<file path="src/hdl/mmio_config.svh">
// mmio peripheral subsystem parameters
// shared by the package, the RTL blocks and the testbench

`ifndef MMIO_CONFIG_SVH
`define MMIO_CONFIG_SVH

// width of the cpu byte address
`define MMIO_ADDR_WIDTH 24

// default cpu_ram depth in 32-bit words
`define MMIO_RAM_WORDS 256

// lowest bit of the 4-bit region field, address bits 23:20
`define MMIO_REGION_LSB 20

// status register after reset, red led on
`define MMIO_STATUS_RESET 2'b01

`endif

</file>
<file path="src/hdl/mmio_pkg.sv">
// mmio peripheral types
// region codes, decoder states and the request and select records

`default_nettype none

`include "mmio_config.svh"

package mmio_pkg;

    // region codes taken from address bits 23:20
    typedef enum logic [3:0] {
        region_ram    = 4'd0,
        region_status = 4'd1,
        region_dsp    = 4'd2,
        region_pad    = 4'd3,
        region_none   = 4'hf
    } region_e;

    // decoder handshake state
    typedef enum logic {
        dec_idle   = 1'b0,
        dec_issued = 1'b1
    } dec_state_e;

    // cpu request as held by the cpu until ready
    typedef struct packed {
        logic [`MMIO_ADDR_WIDTH-1:0] addr;
        logic [3:0]                  wstrb;
        logic [31:0]                 wdata;
    } bus_req_t;

    // registered select, one strobe per request
    typedef struct packed {
        logic                          strobe;
        logic                          write;
        region_e                       region;
        // word address, byte address bits 23:2
        logic [`MMIO_ADDR_WIDTH-3:0]   word_addr;
        logic [3:0]                    wstrb;
        logic [31:0]                   wdata;
    } mmio_sel_t;

endpackage

`default_nettype wire

</file>
<file path="src/hdl/dsp_mult.sv">
// mmio multiplier
// two 16-bit operand registers and a registered signed 32-bit product,
// product follows an operand write by one cycle

`default_nettype none

module dsp_mult (
    input  logic                vdp_clk,
    input  mmio_pkg::mmio_sel_t sel,
    output logic [31:0]         dsp_result
);

    logic [15:0] mult_a;
    logic [15:0] mult_b;
    logic        dsp_we;

    assign dsp_we = sel.strobe && sel.write && (sel.region == mmio_pkg::region_dsp);

    // flat enables so the operands map onto the dsp input registers
    always_ff @(posedge vdp_clk) begin
        if (dsp_we && !sel.word_addr[0]) begin
            mult_a <= sel.wdata[15:0];
        end

        if (dsp_we && sel.word_addr[0]) begin
            mult_b <= sel.wdata[15:0];
        end

        // signed only
        dsp_result <= $signed(mult_a) * $signed(mult_b);
    end

endmodule

`default_nettype wire

</file>
<file path="config.mk">
export PLATFORM = sky130hd
export DESIGN_NAME = dsp_mult
export DESIGN_NICKNAME = d
export VERILOG_FILES = /design/src/hdl/mmio_pkg.sv /design/src/hdl/dsp_mult.sv
export VERILOG_INCLUDE_DIRS = /design/src /design/src/hdl
export SDC_FILE = /design/constraint.sdc
export NUM_CORES = 1
export LEC_CHECK = 0
export CAP_MARGIN = 20
export CORE_MARGIN = 1
export CORE_UTILIZATION = 25
export DETAILED_ROUTE_END_ITERATION = 12
export DONT_BUFFER_PORTS = 1
export PLACE_DENSITY_LB_ADDON = 0.08
export SLEW_MARGIN = 5
export SYNTH_ARGS = -nofsm -noshare
export SYNTH_HDL_FRONTEND = slang
export SYNTH_SLANG_ARGS = --single-unit
</file>
<file path="constraint.sdc">
create_clock -name vdp_clk -period 7.6 [get_ports vdp_clk]
set_input_delay 0.76 -clock vdp_clk [delete_from_list [all_inputs] [get_ports vdp_clk]]
set_output_delay 0.76 -clock vdp_clk [all_outputs]
set_load 0.1 [all_outputs]
</file>
### After elaboration in Yosys (flattened, before gate mapping)

Index checks and enable logic that the tools add are counted.

* $lt $le $gt $ge: 0
* multiply operators: 1
* multiplexer cells: 0
* eq/ne operators: 1
* shifts and indexed selects: 0
* div/mod/pow operators: 0
* add/sub/neg operators: 0
* bitwise logic cells: 0
* reductions and logical operators: 5

Operators by type and width (number)
* $mul 16x16->32: 1
* $eq 4x2->1 const B: 1
* $logic_and 1x1->1: 4
* $logic_not 1->1: 1

* memories kept: 0
* bits in latches: 0
* output and inout bits: 32
* RAM bits: 0
* logic and storage cells: 10
* memory bits (read-only): 0
* register bits: 64

### Longest topological paths before layout

* depth in word-level cells: 3
* mapped depth: 22
* gate-level depth less buffers: 20

### Least setup slack after synthesis

No wires, ideal clock.

* path type: register to register
* from: register mult_a[15]
* to: register dsp_result[31]
* cell stages (with the launch flop): 20
* arrival: 5.923 ns
* path slack: 1.561 ns
* path buffers: 1
* cells stage by stage: edfxtp_1 -> clkbuf_1 -> nand2_1 -> inv_1 -> fa_1 -> fa_1 -> fa_1 -> fa_1 -> fa_1 -> inv_1 -> fa_1 -> inv_1 -> ha_1 -> a21o_1 -> a21o_1 -> a21oi_2 -> o21ai_1 -> a221o_1 -> or2_1 -> a41o_1

* word-level cells in the longest chain between the ends: 1

RTL lines
* start, declared: line dsp_mult.sv:13 `logic [15:0] mult_a;`
* start signal, assigned: line dsp_mult.sv:22 `mult_a <= sel.wdata[15:0];`
* $mul 16x16->32: line dsp_mult.sv:30 `dsp_result <= $signed(mult_a) * $signed(mult_b);`
* end signal, assigned: line dsp_mult.sv:30
* end, declared: line dsp_mult.sv:10 `output logic [31:0] dsp_result`

No other way between the ends.
A chain may end at the register's enable or synchronous reset.

### Final worst setup path

Same ends and word-level chain as after synthesis.

==> impl_metrics.csv <==
group,metric,value,unit
power_and_ir_drop,switching_share,52.6,%
grt,global_route.overflow_total,0,
yosys,yosysWarningCount,0,
setup_path,reg2reg_from,"mult_a[15]",
setup_path,reg2reg_to,"dsp_result[31]",
setup_path,critPathCaptureType,"flop",
yosys,async_flop_share,0,%
yosys,synth_cell_type_count,55,
place,dp.final_hpwl,27400,µm
detailed_routing,viasPerCell,4.15,
yosys,synth_flop_cell,"edfxtp_1",
sta,post-route-min-period,6.67,ns
power_and_ir_drop,power_density,194,mW/mm²
floorplanning,placementRows,78,
detailed_routing,detailroute.via_count,7308,
yosys,synth.yosys.seq_area_share,13.9,%
yosys,syn_inst,1168,
cells_and_area,finalNetCount,1566,
yosys,synth_enable_flop_cells,32,
sta,totalNegativeSetupSlack,0,ns
power_and_ir_drop,power.share.combinational,41.3,%
setup_path,r2r.worst_path.cells,18,
flow_run,drv_cap,0,
cells_and_area,final_cell_area,0.0126,mm²
grt,groute.usage.overall,15.7,%
sta,timing.final.crit_share,87.7,%
floorplanning,die_width,217,µm
sta,timing.slew.headroom,34.2,%
detailed_routing,drt-pass1-iter-count,4,
status,run_status,"complete, no violations",
cells_and_area,drive_gt1_share,3.53,%
power_and_ir_drop,p_sw,1280,µW
place,placed_instance_area,0.0123,mm²
power_and_ir_drop,vdd.ir_drop.worst,0.000274,V
cells_and_area,flow.area_growth_from_synthesis,9.15,%
yosys,syn-mean-instance-area,9.89,µm²
setup_path,worst_path_max_delay_cell,"fa_1",
setup_path,worstPathCellList,"buf_4 -> and2_1 -> fa_1 -> fa_1 -> fa_1 -> fa_1 -> fa_1 -> inv_1 -> fa_1 -> inv_1 -> ha_1 -> a21o_1 -> a21o_1 -> a21oi_2 -> o21ai_1 -> a221o_1 -> or2_1 -> a41o_1",
sta,fmax,0.150,GHz
floorplanning,initial_utilization,25.4,%
setup_path,r2r_setup_slack,0.93,ns
sta,drv_slew,0,
sta,max_slew.worst_pin.slew,0.985,ns
cts,max-clock-path-buffers,2,
power_and_ir_drop,power.share.sequential,39.7,%
grt,grt_max_degree,17,
detailed_routing,drc,0,
detailed_routing,routed_wirelength,34000,µm
setup_path,path_delay_family,"adder cells",
detailed_routing,drt_iter0_drc,232,
detailed_routing,post_drt_wl_per_cell,19.3,µm
yosys,synthesis.area,0.0115,mm²
yosys,ys_ff_latch,64,
cts,tritoncts,"done",
setup_path,crit_path_max_fanout,10,
floorplanning,floorplan.die_area,0.0471,mm²
sta,fin_worst_skew,0.0116,ns
setup_path,critical-path-max-stage-delay,0.88,ns
yosys,syn-num-nets,1577,
cts,cts-buffers-inserted,9,
setup_path,worstSetupPathType,"reg -> reg",
setup_path,worst_path_most_repeated_cell,"fa_1",
place,gp_congestion,0.747,
worst_hold_path,holdPathEnd,"mult_b[1]",
detailed_routing,drt.antenna.violating_nets,0,
place,io_buffer_count,0,
cts,clkLatencyLatePin,0.35,ns
power_and_ir_drop,power.leakage,0.00602,µW
floorplanning,floorplan_core_area,0.0455,mm²
grt,grt_use_met2,23.2,%
setup_path,critical_path_required,7.84,ns
grt,wire_length_of_the_first_global_routing_pass,54100,µm
sta,rsz0062_at_grt,"false",
cts,cts.repair.resized,0,
power_and_ir_drop,internal_power,1160,µW
cts,clk_root_buffer_cell,"clkbuf_16",
worst_hold_path,min_from,"sel[1]",
grt,busiest_layer,"met1",
sta,timing.final.hold_violations,0,
cells_and_area,num_antenna_cells,0,
worst_hold_path,hold_depth,0,
floorplanning,dieHeight,217,µm
setup_path,timing.critical_path.from,"mult_a[15]",
grt,grt_antenna_before_repair,1,
cts,ctsHtreeMaxLevel,3,
setup_path,critPathBufInv,3,
setup_path,critical_path.startpoint_type,"flop",
sta,finalSetupViolations,0,
setup_path,critical_path_arrival,6.91,ns
grt,grt_pass1_vias,8317,
cts,cts.hold.buffers_added,0,
power_and_ir_drop,p_clk_share,19.0,%
worst_hold_path,hold_class,"in -> reg",
cts,clk_pin_slew,0.06,ns
grt,gr-usage-met3,1.57,%
cts,tritoncts_num_sinks,64,
cts,post-cts-setup-buffers,0,
grt,globalRouteMet1Util,24.5,%
floorplanning,number_of_primary_i_o_pins,97,
routing by layer:
metal / routed length, µm / part of all wire [%]
met1: 17600 / 52
met5: 0 / 0
met3: 1340 / 4.0
met4: 410 / 1.2
met2: 14700 / 43
Yosys cell counts, types with 4 or more instances:
cell type / count / area [µm²]
a21o_1: 10 / 75.1
a21oi_1: 26 / 130
and2_1: 125 / 782
clkbuf_1: 32 / 120
dfxtp_1: 32 / 641
edfxtp_1: 32 / 961
fa_1: 262 / 5250
ha_1: 82 / 1030
inv_1: 286 / 1070
nand2_1: 131 / 492
nand2b_1: 7 / 43.8
nand3_1: 6 / 30.0
nor2_1: 28 / 105
o21a_1: 4 / 30.0
o21ai_0: 17 / 85.1
o21ai_1: 5 / 25.0
o21bai_1: 4 / 30.0
xnor2_1: 22 / 193
xor2_1: 9 / 78.8
how the worst max path moves through the flow:
stage	end	slack, ns	cells after the start
finish	dsp_result[31]	0.93	18
floorplan	dsp_result[31]	1.56	19
detailed placement	dsp_result[31]	0.95	18
CTS	dsp_result[31]	0.88	18
global placement	dsp_result[31]	0.89	18
global route	dsp_result[31]	0.63	18
kinds of logic (layout without fill, tap and decap cells):
kind of cell / Yosys count / after routing / synth area share (%)
muxes: 1 / 1 / 0.0975
xor gates and xnor gates: 31 / 31 / 2.35
buffers and inverters: 322 / 316 / 10.5
AOI/OAI and AO/OA: 90 / 90 / 5.16
and+or+nand+nor: 316 / 316 / 13.7
DFF: 64 / 64 / 13.9
adders and majority gates: 344 / 344 / 54.3
state kept, by name (all words and copies together), names as in the netlist:
name	cells
dsp_result	32
mult_a	16
mult_b	16
through the flow:
stage	hold WS [ns]	power, µW	util, %	std cells	setup WS, ns
finish	0.501	2440	27.7	1762	0.933
global placement	0.859	2000	27.0	1746	0.895
detailed placement	0.859	1980	27.0	1746	0.948
floorplan	0.525	1700	-	1168	1.56
CTS	0.486	2470	27.7	1762	0.879
global route	0.486	2610	27.7	1762	0.634
power by group through the flow:
stage          Clock, µW  Combinational, µW  Sequential, µW
2_1_floorplan          0                742             955
3_5_place_dp           0               1000             976
4_1_cts              477               1020             974
6_report             464               1010             970
3_3_place_gp           0               1020             979
5_1_grt              487               1150             976
layout by cell type, fill, tap and decap left out, types with 2 or more instances in the layout:
cell / count
a21boi_1: 2
a21o_1: 10
a21oi_1: 26
a21oi_2: 2
a221o_1: 2
and2_1: 125
and3_1: 2
buf_4: 14
bufinv_16: 2
clkbuf_16: 9
clkinv_4: 2
dfxtp_1: 32
edfxtp_1: 32
fa_1: 262
ha_1: 82
inv_1: 286
inv_6: 2
nand2_1: 131
nand2b_1: 7
nand3_1: 6
nand4_1: 2
nor2_1: 28
nor3_1: 3
nor4_1: 2
o21a_1: 4
o21ai_0: 17
o21ai_1: 5
o21bai_1: 4
o311ai_1: 2
xnor2_1: 22
xor2_1: 9
cell type report:
type | count | area, µm²
clock buffers | 9 | 225
clock inverters | 7 | 103
fillers | 4922 | 32900
inverters | 286 | 1070
multi-input cells | 782 | 8750
flip-flops and latches | 64 | 1600
well taps | 600 | 751
repair buffers | 14 | 105
Note: power is estimated with default switching activity, not from simulation.
