### src/hdl/mmio_config.svh
// mmio peripheral subsystem parameters
// shared by the package, the RTL blocks and the testbench

`ifndef MMIO_CONFIG_SVH
`define MMIO_CONFIG_SVH

// width of the cpu byte address
`define MMIO_ADDR_WIDTH 24

// default cpu_ram depth in 32-bit words
`define MMIO_RAM_WORDS 256

// lowest bit of the 4-bit region field, address bits 23:20
`define MMIO_REGION_LSB 20

// status register after reset, red led on
`define MMIO_STATUS_RESET 2'b01

`endif

### src/hdl/mmio_pkg.sv
// mmio peripheral types
// region codes, decoder states and the request and select records

`default_nettype none

`include "mmio_config.svh"

package mmio_pkg;

    // region codes taken from address bits 23:20
    typedef enum logic [3:0] {
        region_ram    = 4'd0,
        region_status = 4'd1,
        region_dsp    = 4'd2,
        region_pad    = 4'd3,
        region_none   = 4'hf
    } region_e;

    // decoder handshake state
    typedef enum logic {
        dec_idle   = 1'b0,
        dec_issued = 1'b1
    } dec_state_e;

    // cpu request as held by the cpu until ready
    typedef struct packed {
        logic [`MMIO_ADDR_WIDTH-1:0] addr;
        logic [3:0]                  wstrb;
        logic [31:0]                 wdata;
    } bus_req_t;

    // registered select, one strobe per request
    typedef struct packed {
        logic                          strobe;
        logic                          write;
        region_e                       region;
        // word address, byte address bits 23:2
        logic [`MMIO_ADDR_WIDTH-3:0]   word_addr;
        logic [3:0]                    wstrb;
        logic [31:0]                   wdata;
    } mmio_sel_t;

endpackage

`default_nettype wire

### src/hdl/io_ports.sv
// io ports
// status register driving the two leds, and a gamepad port that
// latches the board buttons into a 16-bit shift register

`default_nettype none

`include "mmio_config.svh"

module io_ports (
    input  logic                vdp_clk,
    input  logic                vdp_reset,
    input  mmio_pkg::mmio_sel_t sel,
    input  logic                btn1,
    input  logic                btn2,
    input  logic                btn3,
    output logic [1:0]          status,
    output logic                pad_bit,
    output logic                led_r,
    output logic                led_b
);

    logic        status_we;
    logic        pad_we;
    logic [1:0]  pad_ctrl;
    logic        pad_latch;
    logic        pad_clk;
    logic        pad_clk_r;
    logic [15:0] pad_state;

    assign status_we = sel.strobe && sel.write && (sel.region == mmio_pkg::region_status);
    assign pad_we    = sel.strobe && sel.write && (sel.region == mmio_pkg::region_pad);

    assign led_r = status[0];
    assign led_b = status[1];

    always_ff @(posedge vdp_clk) begin
        if (vdp_reset) begin
            status <= `MMIO_STATUS_RESET;
        end else if (status_we) begin
            status <= sel.wdata[1:0];
        end
    end

    // pad control, bit 0 latch and bit 1 clock
    always_ff @(posedge vdp_clk) begin
        if (vdp_reset) begin
            pad_ctrl  <= 2'b00;
            pad_clk_r <= 1'b0;
        end else begin
            if (pad_we) begin
                pad_ctrl <= sel.wdata[1:0];
            end
            pad_clk_r <= pad_clk;
        end
    end

    assign pad_latch = pad_ctrl[0];
    assign pad_clk   = pad_ctrl[1];

    // buttons stand in for left, right and B
    always_ff @(posedge vdp_clk) begin
        if (pad_latch) begin
            pad_state <= {8'b0, btn1, btn3, 5'b0, btn2};
        end

        // shift on the pad clock rising edge
        if (pad_clk && !pad_clk_r) begin
            pad_state <= {1'b0, pad_state[15:1]};
        end
    end

    assign pad_bit = pad_state[0];

endmodule

`default_nettype wire

### config.mk
export PLATFORM = sky130hd
export DESIGN_NAME = io_ports
export DESIGN_NICKNAME = d
export VERILOG_FILES = /design/src/hdl/mmio_pkg.sv /design/src/hdl/io_ports.sv
export VERILOG_INCLUDE_DIRS = /design/src /design/src/hdl
export SDC_FILE = /design/constraint.sdc
export NUM_CORES = 1
export LEC_CHECK = 0
export ABC_AREA = 1
export BUFFER_PORTS_ARGS = -buffer_cell sky130_fd_sc_hd__buf_2
export CAP_MARGIN = 25
export CORE_MARGIN = 4
export CORE_UTILIZATION = 31
export CTS_CLUSTER_DIAMETER = 200
export CTS_CLUSTER_SIZE = 28
export DETAILED_ROUTE_END_ITERATION = 6
export PLACE_DENSITY = 0.78
export SLEW_MARGIN = 25
export SYNTH_ARGS = -nofsm -noshare
export SYNTH_HDL_FRONTEND = slang
export SYNTH_SLANG_ARGS = --single-unit
export TNS_END_PERCENT = 5
### constraint.sdc
create_clock -name vdp_clk -period 1.7 [get_ports vdp_clk]
set_clock_uncertainty 0.15 [all_clocks]
set_input_delay 0.51 -clock vdp_clk [delete_from_list [all_inputs] [get_ports vdp_clk]]
set_output_delay 0.51 -clock vdp_clk [all_outputs]
set_load 0.02 [all_outputs]
== Yosys cells after proc, flatten, opt, wreduce, memory -nomap -nowiden ==
Cells that the tools add are included.

* Register bits: 13
* Latch bits: 0
* Memory bits (writable): 0
* Bits in read-only memories: 0
* Word-level logic and storage cells: 15
* Memories: 0

* Add/sub/neg operators: 0
* $mul: 0
* Divide/modulo/power cells: 0
* $lt $le $gt $ge: 0
* Equal/unequal tests: 2
* Shift-type cells: 0
* Multiplexer cells: 2
* Bitwise logic cells: 0
* Reduce and logical (&&, ||, !) cells: 6

{| class="wikitable"
|+ Operators by type and width
! operator !! number
|-
| $mux 8 || 1
|-
| $mux 7 || 1
|-
| $eq 4x1->1 const B || 1
|-
| $eq 4x2->1 const B || 1
|-
| $logic_and 1x1->1 || 4
|-
| $reduce_bool 2->1 || 1
|-
| $logic_not 1->1 || 1
|}

== Logic depth before layout (Yosys ltp) ==
* Depth after elaboration: 3
* Gate-level depth with buffers: 6
* Depth with buffers taken out: 6

== Worst setup path before layout ==
OpenSTA, ideal clock, no wires.

* Kind: register to register
* From: register pad_ctrl[1]
* To: register pad_state[0] (enable)
* Arrival time: 868 ps
* Required time: 1,221 ps
* Path slack: 354 ps
* Stages on the path, launching flop included: 5
* Cells stage by stage: dfxtp_1 > inv_1 > or2_1 > buf_6 > nand2_1

* Cells in the longest elaborated chain, start to end: 2

{| class="wikitable"
|+ Ends and longest elaborated chain
! item !! RTL line !! source
|-
| start: declaration || io_ports.sv:24 || <nowiki>logic [1:0] pad_ctrl;</nowiki>
|-
| start signal: assignment || io_ports.sv:51 || <nowiki>pad_ctrl <= sel.wdata[1:0];</nowiki>
|-
| $logic_and 1x1->1 || io_ports.sv:67 || <nowiki>if (pad_clk && !pad_clk_r) begin</nowiki>
|-
| $reduce_bool 2->1 (no line) || - ||
|-
| end signal: assignment || io_ports.sv:63 || <nowiki>pad_state <= {8'b0, btn1, btn3, 5'b0, btn2};</nowiki>
|-
| end signal: assignment || io_ports.sv:68 || <nowiki>pad_state <= {1'b0, pad_state[15:1]};</nowiki>
|-
| end: declaration || io_ports.sv:28 || <nowiki>logic [15:0] pad_state;</nowiki>
|}

No other way between the ends.
A chain may end at the register's enable or synchronous reset.

== Worst setup path in the final report ==
* From: register status[1]
* To: output led_b

{| class="wikitable"
|+ RTL lines
! item !! RTL line !! source
|-
| start: declaration || io_ports.sv:16 || <nowiki>output logic [1:0] status,</nowiki>
|-
| start signal: assignment || io_ports.sv:38 || <nowiki>status <= `MMIO_STATUS_RESET;</nowiki>
|-
| start signal: assignment || io_ports.sv:40 || <nowiki>status <= sel.wdata[1:0];</nowiki>
|-
| end: declaration || io_ports.sv:19 || <nowiki>output logic led_b</nowiki>
|}

No word-level cell between the ends.

==> metrics.md <==
| Metric | Value |
|---|---|
| Status | `completed` |
| Fmax | `slightly below 700 MHz` |
| Fillers | `just under 200` |
| Post-CTS sizing | `0` |
| Worst vdd ir | `~0.33 mV` |
| Initial core utilization | `0.3354` |
| Chip width | `~52 microns` |
| Global-route wire length before repair | `about 1700 microns` |
| Worst Path Arrival | `0.80 ns` |
| Required time of the critical path | `between 1 and 1.5 ns` |
| Row count | `15` |
| RD Place Congestion | `roughly 0.71` |
| Ranking of synthesized cells by area | `edfxtp_1 (40%), dfxtp_1 (17%), inv_1 (11%)` |
| Hold-fix buffers, CTS | `0` |
| Clock Pin Slew Worst Setup and Hold Paths | `0.07 ns` |
| Period utilization | `0.8602` |
| Syn nets | `140` |
| Worst skew pair latency | `roughly 0.27 ns` |
| Slew margin rel. | `0.7825` |
| Cell Area, Synth | `598.1 sq um` |
| Post-Syn Instances | `71` |
| Detailed-route vias per instance | `between 3 and 4` |
| Post-CTS setup buffers | `0` |
| Hold Path Class | `in2reg` |
| Antenna diodes | `0` |
| First-pass DRT Iterations | `2` |
| Via Count | `approximately 450` |
| Ports | `74` |
| Area of the core | `1783 sq um` |
| Vias in the first global route | `431` |
| Final setup fails | `0` |
| Leakage power | `around 0.00038 uW` |
| Post-route ant nets | `0` |
| CTS tree | `built` |
| DR WL/cell | `roughly 8.4 microns` |
| WP buf/inv | `1` |
| Final hold slack | `0.2684 ns` |
| DR iter-0 viols | `4` |
| Clock Path Buffers | `2` |
| Reg2Reg Setup Slack | `around 0.30 ns` |
| Worst setup EP type | `primary output` |
| Setup TNS Final | `0 ns` |
| FF+latch count, synth | `13` |
| Critical path cell sequence | `buf_2` |
| Layout Nets | `160` |
| Antenna violations before repair | `0` |
| Cts bufs inserted | `3` |
| Fin. max-slew vios | `0` |
| Total Routed Length | `a little under 1000 microns` |
| Largest net degree at the start of global routing | `9` |
| Netlist cell types | `12` |
| Least-Margin Pin Slew | `0.3254 ns` |
| Register area share after synthesis | `0.5690` |
| Critical path peak fanout | `3` |
| DIE HEIGHT | `approximately 52 microns` |
| Slowest-stage cell, CP | `dfxtp_1` |
| Layout cells sized above 1 | `0.2556` |
| WS Path Type | `reg2out` |
| HPWL Detailed | `approximately 830 microns` |
| Post-route DRC | `0` |
| Port Buffer Count | `17` |
| Post-synth top area cell | `edfxtp_1` |
| Maxcap violations | `0` |
| Final Critical Period | `1.462 ns` |
| Avg Synthesized Cell Area | `roughly 8.4 sq um` |
| Clk root buf | `clkbuf_4` |
| Top Family by Delay on Critical Path | `flip-flops` |
| H-tree depth | `1` |
| Layout area overhead | `20.71%` |
| Final Hold Fails | `0` |
| Critical Path Source Type | `register` |
| Critical path's largest stage delay | `roughly 0.36 ns` |
| Synth top area share | `0.4017` |
| Clock Sinks | `13` |
| Yosys warns | `0` |
| P per Cell Area | `a little under 800 nW/um^2` |
| GRT Overall Usage | `0.08834` |
| Die area | `approximately 2700 sq um` |
| Unrepaired setup endpoints after global routing | `false` |
| Total gr overflow | `0` |
## where the power goes
part           internal (uW)  switching, uW  total, uW
Clock                   90.7           90.8        181
Combinational           18.8           24.7       43.5
Sequential               337           1.45        339
## worst paths after layout
check | from | endpoint | depth (start not counted)
setup / recovery | status[1]$_SDFFE_PP0P_ | led_b | 1
hold / removal | vdp_reset | pad_clk_r$_SDFF_PP0_ | 2
setup reg to reg | pad_ctrl[1]$_SDFFE_PP0P_ | pad_state[6]$_DFFE_PP_ | 3
hold reg to reg | pad_ctrl[1]$_SDFFE_PP0P_ | pad_clk_r$_SDFF_PP0_ | 2
## placed cells by master (no fill, tap or decap)
cell type  netlist  layout
nand3_1          3       3
buf_4            2       1
or2_1            1       1
nand2_1         16      16
buf_2            0      17
nor2_4           1       1
clkinv_2         1       1
clkbuf_1         0       1
clkbuf_4         0       3
inv_1           18      18
nor2_1          11      11
nand4_1          4       4
edfxtp_1         8       8
dfxtp_1          5       5
## worst reg2reg max path, cell delays in order (launching register included)
cell and delay (ns):
dfxtp_1 0.32, inv_1 0.05, or2_1 0.27, nand2_1 0.29
## per-stage QoR
| stage | setup slack [ns] | total power [uW] | std cells | utilization | instance area (sq um) |
|---|---|---|---|---|---|
| after global routing | 0.1915 | 595.8 | 115 | 0.4049 | 721.9 |
| after floorplan | 0.3537 | 369.7 | 71 | - | 598.1 |
| final | 0.2376 | 563.6 | 115 | 0.4049 | 721.9 |
| after CTS | 0.2189 | 571.6 | 115 | 0.4049 | 721.9 |
| after detailed placement | 0.2949 | 390.0 | 111 | 0.3902 | 695.7 |
| after global placement | 0.3290 | 388.0 | 111 | 0.3902 | 695.7 |
## routing by layer
layer	vias to the layer above	global-route usage	share of wire
li1	250	-	-
met5	-	0	0
met2	16	0.1339	0.48
met1	181	0.09717	0.41
met3	2	0.02865	0.095
met4	0	0.07860	0.0083
## area by class of cell
class	instances	area, sq um	area share
well taps	25	31.28	0.04333
multi-input cells	36	158.9	0.2201
flip-flops and latches	13	340.3	0.4714
clock buffers	4	26.28	0.03640
repair buffers	18	92.59	0.1282
inverters	19	72.57	0.1005
## flip-flops by register name, indices dropped and copies added, names as in the netlist
name,flops
pad_state,8
pad_ctrl,2
status,2
pad_clk_r,1
## cells in the mapped netlist
library cell,number
inv_1,18
nand3_1,3
edfxtp_1,8
clkinv_2,1
buf_6,1
nand2_1,16
nor2_1,11
or2_1,1
dfxtp_1,5
buf_4,2
nand4_1,4
nor2_4,1
## cell families (layout without fill, tap and decap cells)
kind of cell,count (synthesis),count (layout),share of synthesized area
flops,13,13,0.5690
buf+inv,22,41,0.1652
simple gates,36,36,0.2657
Power figures use the tool's default switching activity.
