==> src/hdl/mmio_config.svh <==
// mmio peripheral subsystem parameters
// shared by the package, the RTL blocks and the testbench

`ifndef MMIO_CONFIG_SVH
`define MMIO_CONFIG_SVH

// width of the cpu byte address
`define MMIO_ADDR_WIDTH 24

// default cpu_ram depth in 32-bit words
`define MMIO_RAM_WORDS 256

// lowest bit of the 4-bit region field, address bits 23:20
`define MMIO_REGION_LSB 20

// status register after reset, red led on
`define MMIO_STATUS_RESET 2'b01

`endif

==> src/hdl/mmio_pkg.sv <==
// mmio peripheral types
// region codes, decoder states and the request and select records

`default_nettype none

`include "mmio_config.svh"

package mmio_pkg;

    // region codes taken from address bits 23:20
    typedef enum logic [3:0] {
        region_ram    = 4'd0,
        region_status = 4'd1,
        region_dsp    = 4'd2,
        region_pad    = 4'd3,
        region_none   = 4'hf
    } region_e;

    // decoder handshake state
    typedef enum logic {
        dec_idle   = 1'b0,
        dec_issued = 1'b1
    } dec_state_e;

    // cpu request as held by the cpu until ready
    typedef struct packed {
        logic [`MMIO_ADDR_WIDTH-1:0] addr;
        logic [3:0]                  wstrb;
        logic [31:0]                 wdata;
    } bus_req_t;

    // registered select, one strobe per request
    typedef struct packed {
        logic                          strobe;
        logic                          write;
        region_e                       region;
        // word address, byte address bits 23:2
        logic [`MMIO_ADDR_WIDTH-3:0]   word_addr;
        logic [3:0]                    wstrb;
        logic [31:0]                   wdata;
    } mmio_sel_t;

endpackage

`default_nettype wire

==> src/hdl/bus_arbiter.sv <==
// bus arbiter
// returns the selected region's read value with a one-cycle ready
// pulse, one cycle after the select strobe

`default_nettype none

module bus_arbiter (
    input  logic                vdp_clk,
    input  logic                vdp_reset,
    input  mmio_pkg::mmio_sel_t sel,
    input  logic [31:0]         ram_rdata,
    input  logic [31:0]         dsp_result,
    input  logic [1:0]          status,
    input  logic                pad_bit,
    output logic                mem_ready,
    output logic [31:0]         mem_rdata
);

    mmio_pkg::region_e region_q;

    // ready trails the strobe by one cycle
    always_ff @(posedge vdp_clk) begin
        if (vdp_reset) begin
            mem_ready <= 1'b0;
            region_q  <= mmio_pkg::region_none;
        end else begin
            mem_ready <= sel.strobe;
            if (sel.strobe) begin
                region_q <= sel.region;
            end
        end
    end

    // read mux, zero outside the ready cycle
    // writes return the region value too and the cpu drops it
    always_comb begin
        mem_rdata = 32'h0;

        if (mem_ready) begin
            case (region_q)
                mmio_pkg::region_ram: begin
                    mem_rdata = ram_rdata;
                end
                mmio_pkg::region_dsp: begin
                    mem_rdata = dsp_result;
                end
                mmio_pkg::region_status: begin
                    mem_rdata = {30'h0, status};
                end
                mmio_pkg::region_pad: begin
                    mem_rdata = {31'h0, pad_bit};
                end
                default: begin
                    mem_rdata = 32'h0;
                end
            endcase
        end
    end

endmodule

`default_nettype wire

==> config.mk <==
export PLATFORM = sky130hd
export DESIGN_NAME = bus_arbiter
export DESIGN_NICKNAME = d
export VERILOG_FILES = /design/src/hdl/mmio_pkg.sv /design/src/hdl/bus_arbiter.sv
export VERILOG_INCLUDE_DIRS = /design/src /design/src/hdl
export SDC_FILE = /design/constraint.sdc
export NUM_CORES = 1
export LEC_CHECK = 0
export BUFFER_PORTS_ARGS = -buffer_cell sky130_fd_sc_hd__buf_4
export CAP_MARGIN = 20
export CORE_MARGIN = 5
export CORE_UTILIZATION = 29
export DETAILED_ROUTE_END_ITERATION = 12
export GPL_ROUTABILITY_DRIVEN = 1
export PLACE_DENSITY_LB_ADDON = 0.2
export REMOVE_ABC_BUFFERS = 1
export SLEW_MARGIN = 0
export SYNTH_ARGS = -nofsm -noshare
export SYNTH_HDL_FRONTEND = slang
export SYNTH_SLANG_ARGS = --single-unit
==> constraint.sdc <==
create_clock -name vdp_clk -period 1.8 [get_ports vdp_clk]
set_input_delay 0 -clock vdp_clk [delete_from_list [all_inputs] [get_ports vdp_clk]]
set_output_delay 0 -clock vdp_clk [all_outputs]
set_load 0.05 [all_outputs]
Word-level counts from Yosys, hierarchy flattened

Cells that the tools add are included.

Register bits after elaboration: 5
Input bits: 133
Output and inout bits: 33
Word-level logic and storage cells: 8

Equality and inequality tests: 3
Mux-type cells: 2
Reductions and logical operators: 1

Operators with widths:

| operator                                            | number |
|---|---|
| one-hot mux 32 bit (4 select lines)                 | 1 |
| 2-to-1 mux 32 bit                                   | 1 |
| equality test 4 x 2 -> 1 bit, second input constant | 2 |
| equality test 4 x 1 -> 1 bit, second input constant | 1 |
| logical NOT 4 bit                                   | 1 |

Logic depth before layout (Yosys ltp)

Gate-level depths: netlist of the first run.

Depth in word-level cells: 3
Mapped depth: 4
Gate-level depth less buffers: 3

Worst setup path after synthesis of the first run

OpenSTA, ideal clock, no wires.

Path kind: reg2out
Start: register mem_ready
End: output port mem_rdata[1]
Arrival: 1.731 ns
Required time: 1.800 ns
Setup slack: 0.069 ns
Stages on the path, launching flop included: 4
Cell sequence: dfxtp_1 > nand2_1 > buf_2 > nor2_1

Word-level cells in the longest chain between the ends: 1

RTL lines:

| item                     | RTL line          | RTL |
|---|---|---|
| start: declaration       | bus_arbiter.sv:15 | `output logic mem_ready,` |
| start signal: assignment | bus_arbiter.sv:27 | `mem_ready <= sel.strobe;` |
| 2-to-1 mux 32 bit        | bus_arbiter.sv:39 | `if (mem_ready) begin` |
| end: declaration         | bus_arbiter.sv:16 | `output logic [31:0] mem_rdata` |

No other way between the ends.

Worst setup path in the final report of the first run

Start: register region_q[2]
End: output port mem_rdata[3]

Word-level cells in the longest chain between the ends: 3
Elaborated cells on any way between the ends: 6
Classes of those cells: eq/ne (3); mux (2); reduce/logical (1)

RTL lines:

| item                                                       | RTL line          | RTL |
|---|---|---|
| start: declaration                                         | bus_arbiter.sv:19 | `mmio_pkg::region_e region_q;` |
| start signal: assignment                                   | bus_arbiter.sv:25 | `region_q <= mmio_pkg::region_none;` |
| start signal: assignment                                   | bus_arbiter.sv:29 | `region_q <= sel.region;` |
| equality test 4 x 2 -> 1 bit, or another cell as far along | bus_arbiter.sv:40 | `case (region_q)` |
| one-hot mux 32 bit (4 select lines) (*)                    | bus_arbiter.sv:40 |  |
| 2-to-1 mux 32 bit (*)                                      | bus_arbiter.sv:39 |  |

Mark *: on every way between the ends. The rest lies on a longest branch, timed or not.

==> flow_summary_export.csv, run 1 <==
group,metric,value,unit
critical_path,critPathBufInv,2,
synth,avgSynthCellArea,9.74,um2
synth,synth_edf_count,0,
routing,drcViolationCount,0,
power_and_ir_drop,ir_worst_vdd,0.000262,V
die,die_h,66.8,um
clocking,clkLatencyLatePin,0.24,ns
sta,slew_violations,0,
critical_path,cpMaxStageDelayCell,"dfxtp_1",
routing,wl_met1,1.35,mm
power_and_ir_drop,power,454,uW
die,ioPinCount,166,
critical_path,cp_data_arrival_time,1.66,ns
synth,syn_inst,96,
routing,wl,3.66,mm
global_route,grt_usage,15.2,%
routing,wl_met2,1.89,mm
critical_path,cpPeakStageDelay,0.37,ns
die,die_x,66.8,um
placement,port_buffers,106,
synth,ys_warn_count,0,
global_route,antenna_found_initial,0,
synth,synth-adder-area-share,0,%
synth,synthSimpleGateAreaFrac,32.0,%
die,rows,20,
power_and_ir_drop,p_leak,0.772,nW
critical_path,rr_worst_depth,2,
synth,yosys.area.top_type,"a22oi_2",
synth,synth_common_cells,"30 x a22oi_2, 30 x nor2_2, 5 x dfxtp_1, 5 x nor2b_1, 4 x a211o_1",
sta,finalHoldViolCount,0,
synth,post-synth-top-area-fraction,40.2,%
clocking,cts_root_buf,"clkbuf_4",
critical_path,critPathRequiredTime,1.80,ns
critical_path,cp-end-kind,"output pin",
synth,synthTopCellsByArea,"a22oi_2 40%, nor2_2 20%, dfxtp_1 11%, clkbuf_8 4.4%, a211o_1 3.7%",
synth,ys.flop_type,"dfxtp_1",
placement,place_hpwl,3.00,mm
sta,min_period,1.66,ns
power_and_ir_drop,p_per_area,240,nW/um2
critical_path,path_delay_family,"buffers and inverters",
global_route,grt_max_degree,31,
die,core_area,3080,um2
sta,relSlewSlack,80.1,%
sta,tightest_slew,0.299,ns
sta,fin_crit_sh,92.1,%
synth,synthDistinctLibCells,20,
die,die_area,4460,um2
die,start_util,30.4,%
sta,finalSetupViolations,0,
clocking,cts_buffer_depth,2,
synth,synth_compound_area_share,46.6,%
hold_path,min_path_cells,2,
cells_and_area,nNetsFinal,347,
placement,placed_area,1750,um2
cells_and_area,area_delta_synth_final,102,%
global_route,grt_pass1_wl,5.30,mm
critical_path,cp.depth,5,
routing,vias_per_cell,4.60,
routing,drt_iter0_drc,52,
run_status,status,"completed",
routing,highest_layer,"met4",
clocking,htreeDepth,1,
hold_path,hp-class,"primary input to register",
synth,async_flop_share,0,%
cells_and_area,antennaDiodeCount,0,
routing,drtAntennaViolNets,0,
placement,pre_cts_ws,0.233,ns
global_route,overflow,0,
routing,drtPass1Iterations,4,
clocking,cts_made_buffers,3,
cells_and_area,drive_above_1_share,86.9,%
sta,setup_ws,0.142,ns
routing,routedWlPerCell,14.2,um
critical_path,crit_chain,"nor4_4 > buf_4 > a22oi_2 > nor2_2 > buf_4",
critical_path,cp_max_fo,19,
sta,rsz0062_at_grt,"no",
run,cap_violations,0,
synth,synth_xor_xnor_area_share,0,%
global_route,grt_pass1_vias,1098,
critical_path,crit_type,"register to output pin",
synth,syn-cell-area,935,um2
clocking,cts_tree,"done",
sta,clock_skew,0,ns
synth,synth_top_family_by_area,"compound AO/OA/AOI/OAI gates",
critical_path,start_kind,"register",
sta,fmax,603,MHz
synth,ys_seq_elements,5,
routing,wl_met3,402,um
synth,yosysSeqAreaShare,10.7,%
clocking,clkTransAtPathRegs,0.04,ns
sta,final.setup.tns,0,ns
cells_and_area,fin_area,1890,um2
critical_path,cpMostUsedCell,"buf_4",
placement,gp_congestion,0.709,
clocking,cts.sinks,5,
synth,synth.area.mux_share,1.07,%
routing,vias,1182,
==> cells in the final DEF, fill, tap and decap left out, types with 2 or more instances in the layout <==
master and count:
clkbuf_4 3, buf_4 113, buf_12 2, buf_6 2
nor2_1 2, nor2_2 30, dfxtp_1 4, a211o_1 4
a22oi_2 30, nor2b_1 5, dlygate4sd3_1 5
==> per-stage QoR <==
stage               hold slack (ns)  util, %  std cells
global route                 0.0619     61.4        257
CTS                          0.0313     59.4        251
finish                       0.0355     61.4        257
detailed placement            0.207     56.8        242
floorplan                    0.0716        -         87
global placement              0.198     56.8        242
==> power breakdown <==
group	switching [mW]	total [mW]	internal (mW)
logic	0.0612	0.195	0.134
registers	0.0151	0.134	0.119
clock network	0.0408	0.124	0.0835
==> worst register-to-register path, delay by kind of cell, from the launching register on <==
kind	cells	cell delay, ns
flops	1	0.38
simple gates	1	0.17
compound gates	1	0.22
==> kinds of logic (layout without fill, tap and decap cells) <==
family                 Yosys count  count (layout)
AND/OR/NAND/NOR                 43              43
AO/OA/AOI/OAI                   38              38
buffers and inverters            9             126
flip-flops                       5               5
multiplexers                     1               1
==> routing by layer <==
layer / track usage, % / up-vias
met5: 0 / -
met4: 3.05 / 0
met3: 3.37 / 2
met2: 29.2 / 60
met1: 16.7 / 524
li1: - / 596
==> worst paths after layout <==
kind | from | to | slack, ns
min reg2reg | region_q[1] | region_q[1] | 0.67
max | region_q[2] | mem_rdata[3] | 0.14
min | sel[63] | region_q[1] | 0.04
max reg2reg | region_q[0] | region_q[0] | 0.92
==> sequential cells by signal (all words and copies together) (netlist names) <==
signal,count
mem_ready,1
region_q,4
==> cell type report <==
class / count / area [um2]
Fill cell: 277 / 1190
Timing Repair Buffer: 122 / 961
Multi-Input combinational cell: 82 / 747
Sequential cell: 5 / 101
Tap cell: 44 / 55.1
Clock buffer: 4 / 26.3
==> repair_timing <==
item / in CTS / in global routing
hold buffers: 5 / 0
gates resized for setup: 1 / 2
endpoints found under the hold margin: 5 / 0
setup buffers: 0 / 6
endpoints found under the setup margin: 1 / 17
(Power assumes the default switching activity.)
==> inputs of run 2 (changes only) <==
--- a/config.mk
+++ b/config.mk
@@ -9,7 +9,7 @@
 export BUFFER_PORTS_ARGS = -buffer_cell sky130_fd_sc_hd__buf_4
 export CAP_MARGIN = 20
 export CORE_MARGIN = 5
-export CORE_UTILIZATION = 29
+export CORE_UTILIZATION = 27
 export DETAILED_ROUTE_END_ITERATION = 12
 export GPL_ROUTABILITY_DRIVEN = 1
 export PLACE_DENSITY_LB_ADDON = 0.2
==> constraint.sdc (replaced) <==
create_clock -name vdp_clk -period 1.6 [get_ports vdp_clk]
set_input_delay 0 -clock vdp_clk [delete_from_list [all_inputs] [get_ports vdp_clk]]
set_output_delay 0 -clock vdp_clk [all_outputs]
set_load 0.05 [all_outputs]
==> run 2 against run 1 <==
Power grew 16%. Sequential cell count is the same. Clock power grew 15%. Critical path type unchanged. Largest cell class unchanged. Largest power group unchanged. Highest routed layer is now met3.
==> flow_summary_export.csv, run 2 (synthesized netlist as in run 1, its figures left out) <==
group,metric,value,unit
run_status,status,"completed",
power_and_ir_drop,p_leak,0.825,nW
global_route,overflow,0,
placement,place_hpwl,3.07,mm
clocking,clkLatencyLatePin,0.24,ns
sta,relSlewSlack,77.3,%
power_and_ir_drop,p_per_area,248,nW/um2
clocking,cts_root_buf,"clkbuf_4",
hold_path,min_from,"sel[63]",
cells_and_area,nNetsFinal,350,
global_route,grt_usage,16.5,%
power_and_ir_drop,ir_worst_vdd,0.000320,V
die,die_h,68.8,um
sta,fin_crit_sh,99.9,%
sta,slew_violations,0,
die,core_area,3340,um2
critical_path,cp-end-kind,"output pin",
power_and_ir_drop,power,527,uW
cells_and_area,largest_register,"region_q",
sta,finalSetupViolations,0,
critical_path,cpPeakStageDelay,0.35,ns
placement,post-place-cells,245,
cells_and_area,antennaDiodeCount,0,
cells_and_area,largest_register_ffs,4,
critical_path,cp_max_fo,6,
routing,routedWlPerCell,16.2,um
sta,clock_skew,0,ns
sta,whs,0.0307,ns
critical_path,crit_type,"register to output pin",
run,cap_violations,0,
clocking,cts.sinks,5,
die,start_util,28.0,%
die,die_x,68.8,um
global_route,grt_pass1_wl,5.99,mm
routing,vias_per_cell,4.77,
cells_and_area,instances_no_fill,262,
die,rows,21,
critical_path,start_kind,"register",
die,die_area,4740,um2
critical_path,crit_chain,"nor4b_4 > buf_6 > buf_12 > a22oi_1 > a21oi_1 > buf_4",
sta,final.setup.tns,0,ns
global_route,grt_max_degree,33,
routing,vias,1251,
routing,drtPass1Iterations,4,
cells_and_area,area_delta_synth_final,127,%
die,ioPinCount,166,
critical_path,cp_data_arrival_time,1.60,ns
critical_path,cp-startpoint,"region_q[0]",
sta,min_period,1.60,ns
placement,port_buffers,106,
global_route,grt_pass1_vias,1302,
hold_path,hp-class,"primary input to register",
routing,drcViolationCount,0,
critical_path,critPathRequiredTime,1.60,ns
sta,rsz0062_at_grt,"yes",
critical_path,r2r_start,"region_q[1]",
routing,drt_iter0_drc,43,
routing,drtAntennaViolNets,0,
sta,tightest_slew,0.340,ns
clocking,cts_tree,"done",
placement,gp_congestion,0.674,
critical_path,cpMaxStageDelayCell,"dfxtp_4",
cells_and_area,layout_commonest_cell,"buf_4",
global_route,antenna_found_initial,0,
cells_and_area,fill_cells,276,
routing,wl,4.24,mm
clocking,clkTransAtPathRegs,0.04,ns
clocking,cts_made_buffers,3,
clocking,htreeDepth,1,
cells_and_area,mostFrequentLayoutCells,"78 x buf_4, 35 x buf_6, 30 x a22oi_2, 30 x nor2_2",
clocking,cts_buffer_depth,2,
sta,fmax,626,MHz
cells_and_area,top_regs,"region_q x4, mem_ready x1",
sta,finalHoldViolCount,0,
cells_and_area,drive_above_1_share,88.9,%
## run 2: cell types whose count changed in the layout (fill, tap and decap cells not counted), sizes merged
cell,change
buf,+3
## run 2: layer usage
metal  global-route usage (%)  up-vias  share of wire [%]
li1                         -      605                  -
met1                     16.1      583                 34
met2                     33.8       63                 55
met3                     3.24        0                 12
met4                     4.87        0                  0
met5                        0        -                  0
## run 2: worst max-delay path: cells and delay by family (launching register included)
| family | cells | cell delay, ns |
|---|---|---|
| buffers and inverters | 3 | 0.53 |
| flip-flops | 1 | 0.35 |
| AO/OA/AOI/OAI | 2 | 0.20 |
| AND/OR/NAND/NOR | 1 | 0.27 |
## run 2: layout make-up
cell class / instances / area (um2) / area share [%]
tap: 46 / 57.6 / 2.71
clock buffer: 4 / 26.3 / 1.24
timing repair buffer: 125 / 1170 / 55.4
sequential: 5 / 110 / 5.19
multi-input combinational: 82 / 753 / 35.5
## run 2: path summary, 6_finish.rpt
kind / to / slack, ns / cells after the start
max: mem_rdata[0] / 0.001 / 6
min: region_q[3] / 0.03 / 2
max reg2reg: region_q[1] / 0.56 / 4
min reg2reg: region_q[3] / 0.66 / 2
## run 2: power by group
group	switching, mW	leakage (nW)	internal [mW]
clock network	0.0488	0.0150	0.0941
logic	0.0760	0.769	0.160
registers	0.0142	0.0414	0.134
## run 2: what timing repair did
action                                  in CTS  in global routing
hold endpoints to repair                     5                  0
gates resized for setup                     46                 10
gates cloned                                 4                  0
pin swaps                                   12                  4
hold buffers                                 5                  0
endpoints found under the setup margin      32                 31
setup buffers                                4                  0
## run 2: through the flow
step                setup slack (ns)  util [%]  instance area, um2
floorplan                      -1.38         -                 845
global placement              0.0718      52.7                1760
detailed placement            0.0473      52.7                1760
CTS                          -0.0613      62.7                2090
global route                 -0.0595      63.6                2120
finish                       0.00145      63.6                2120
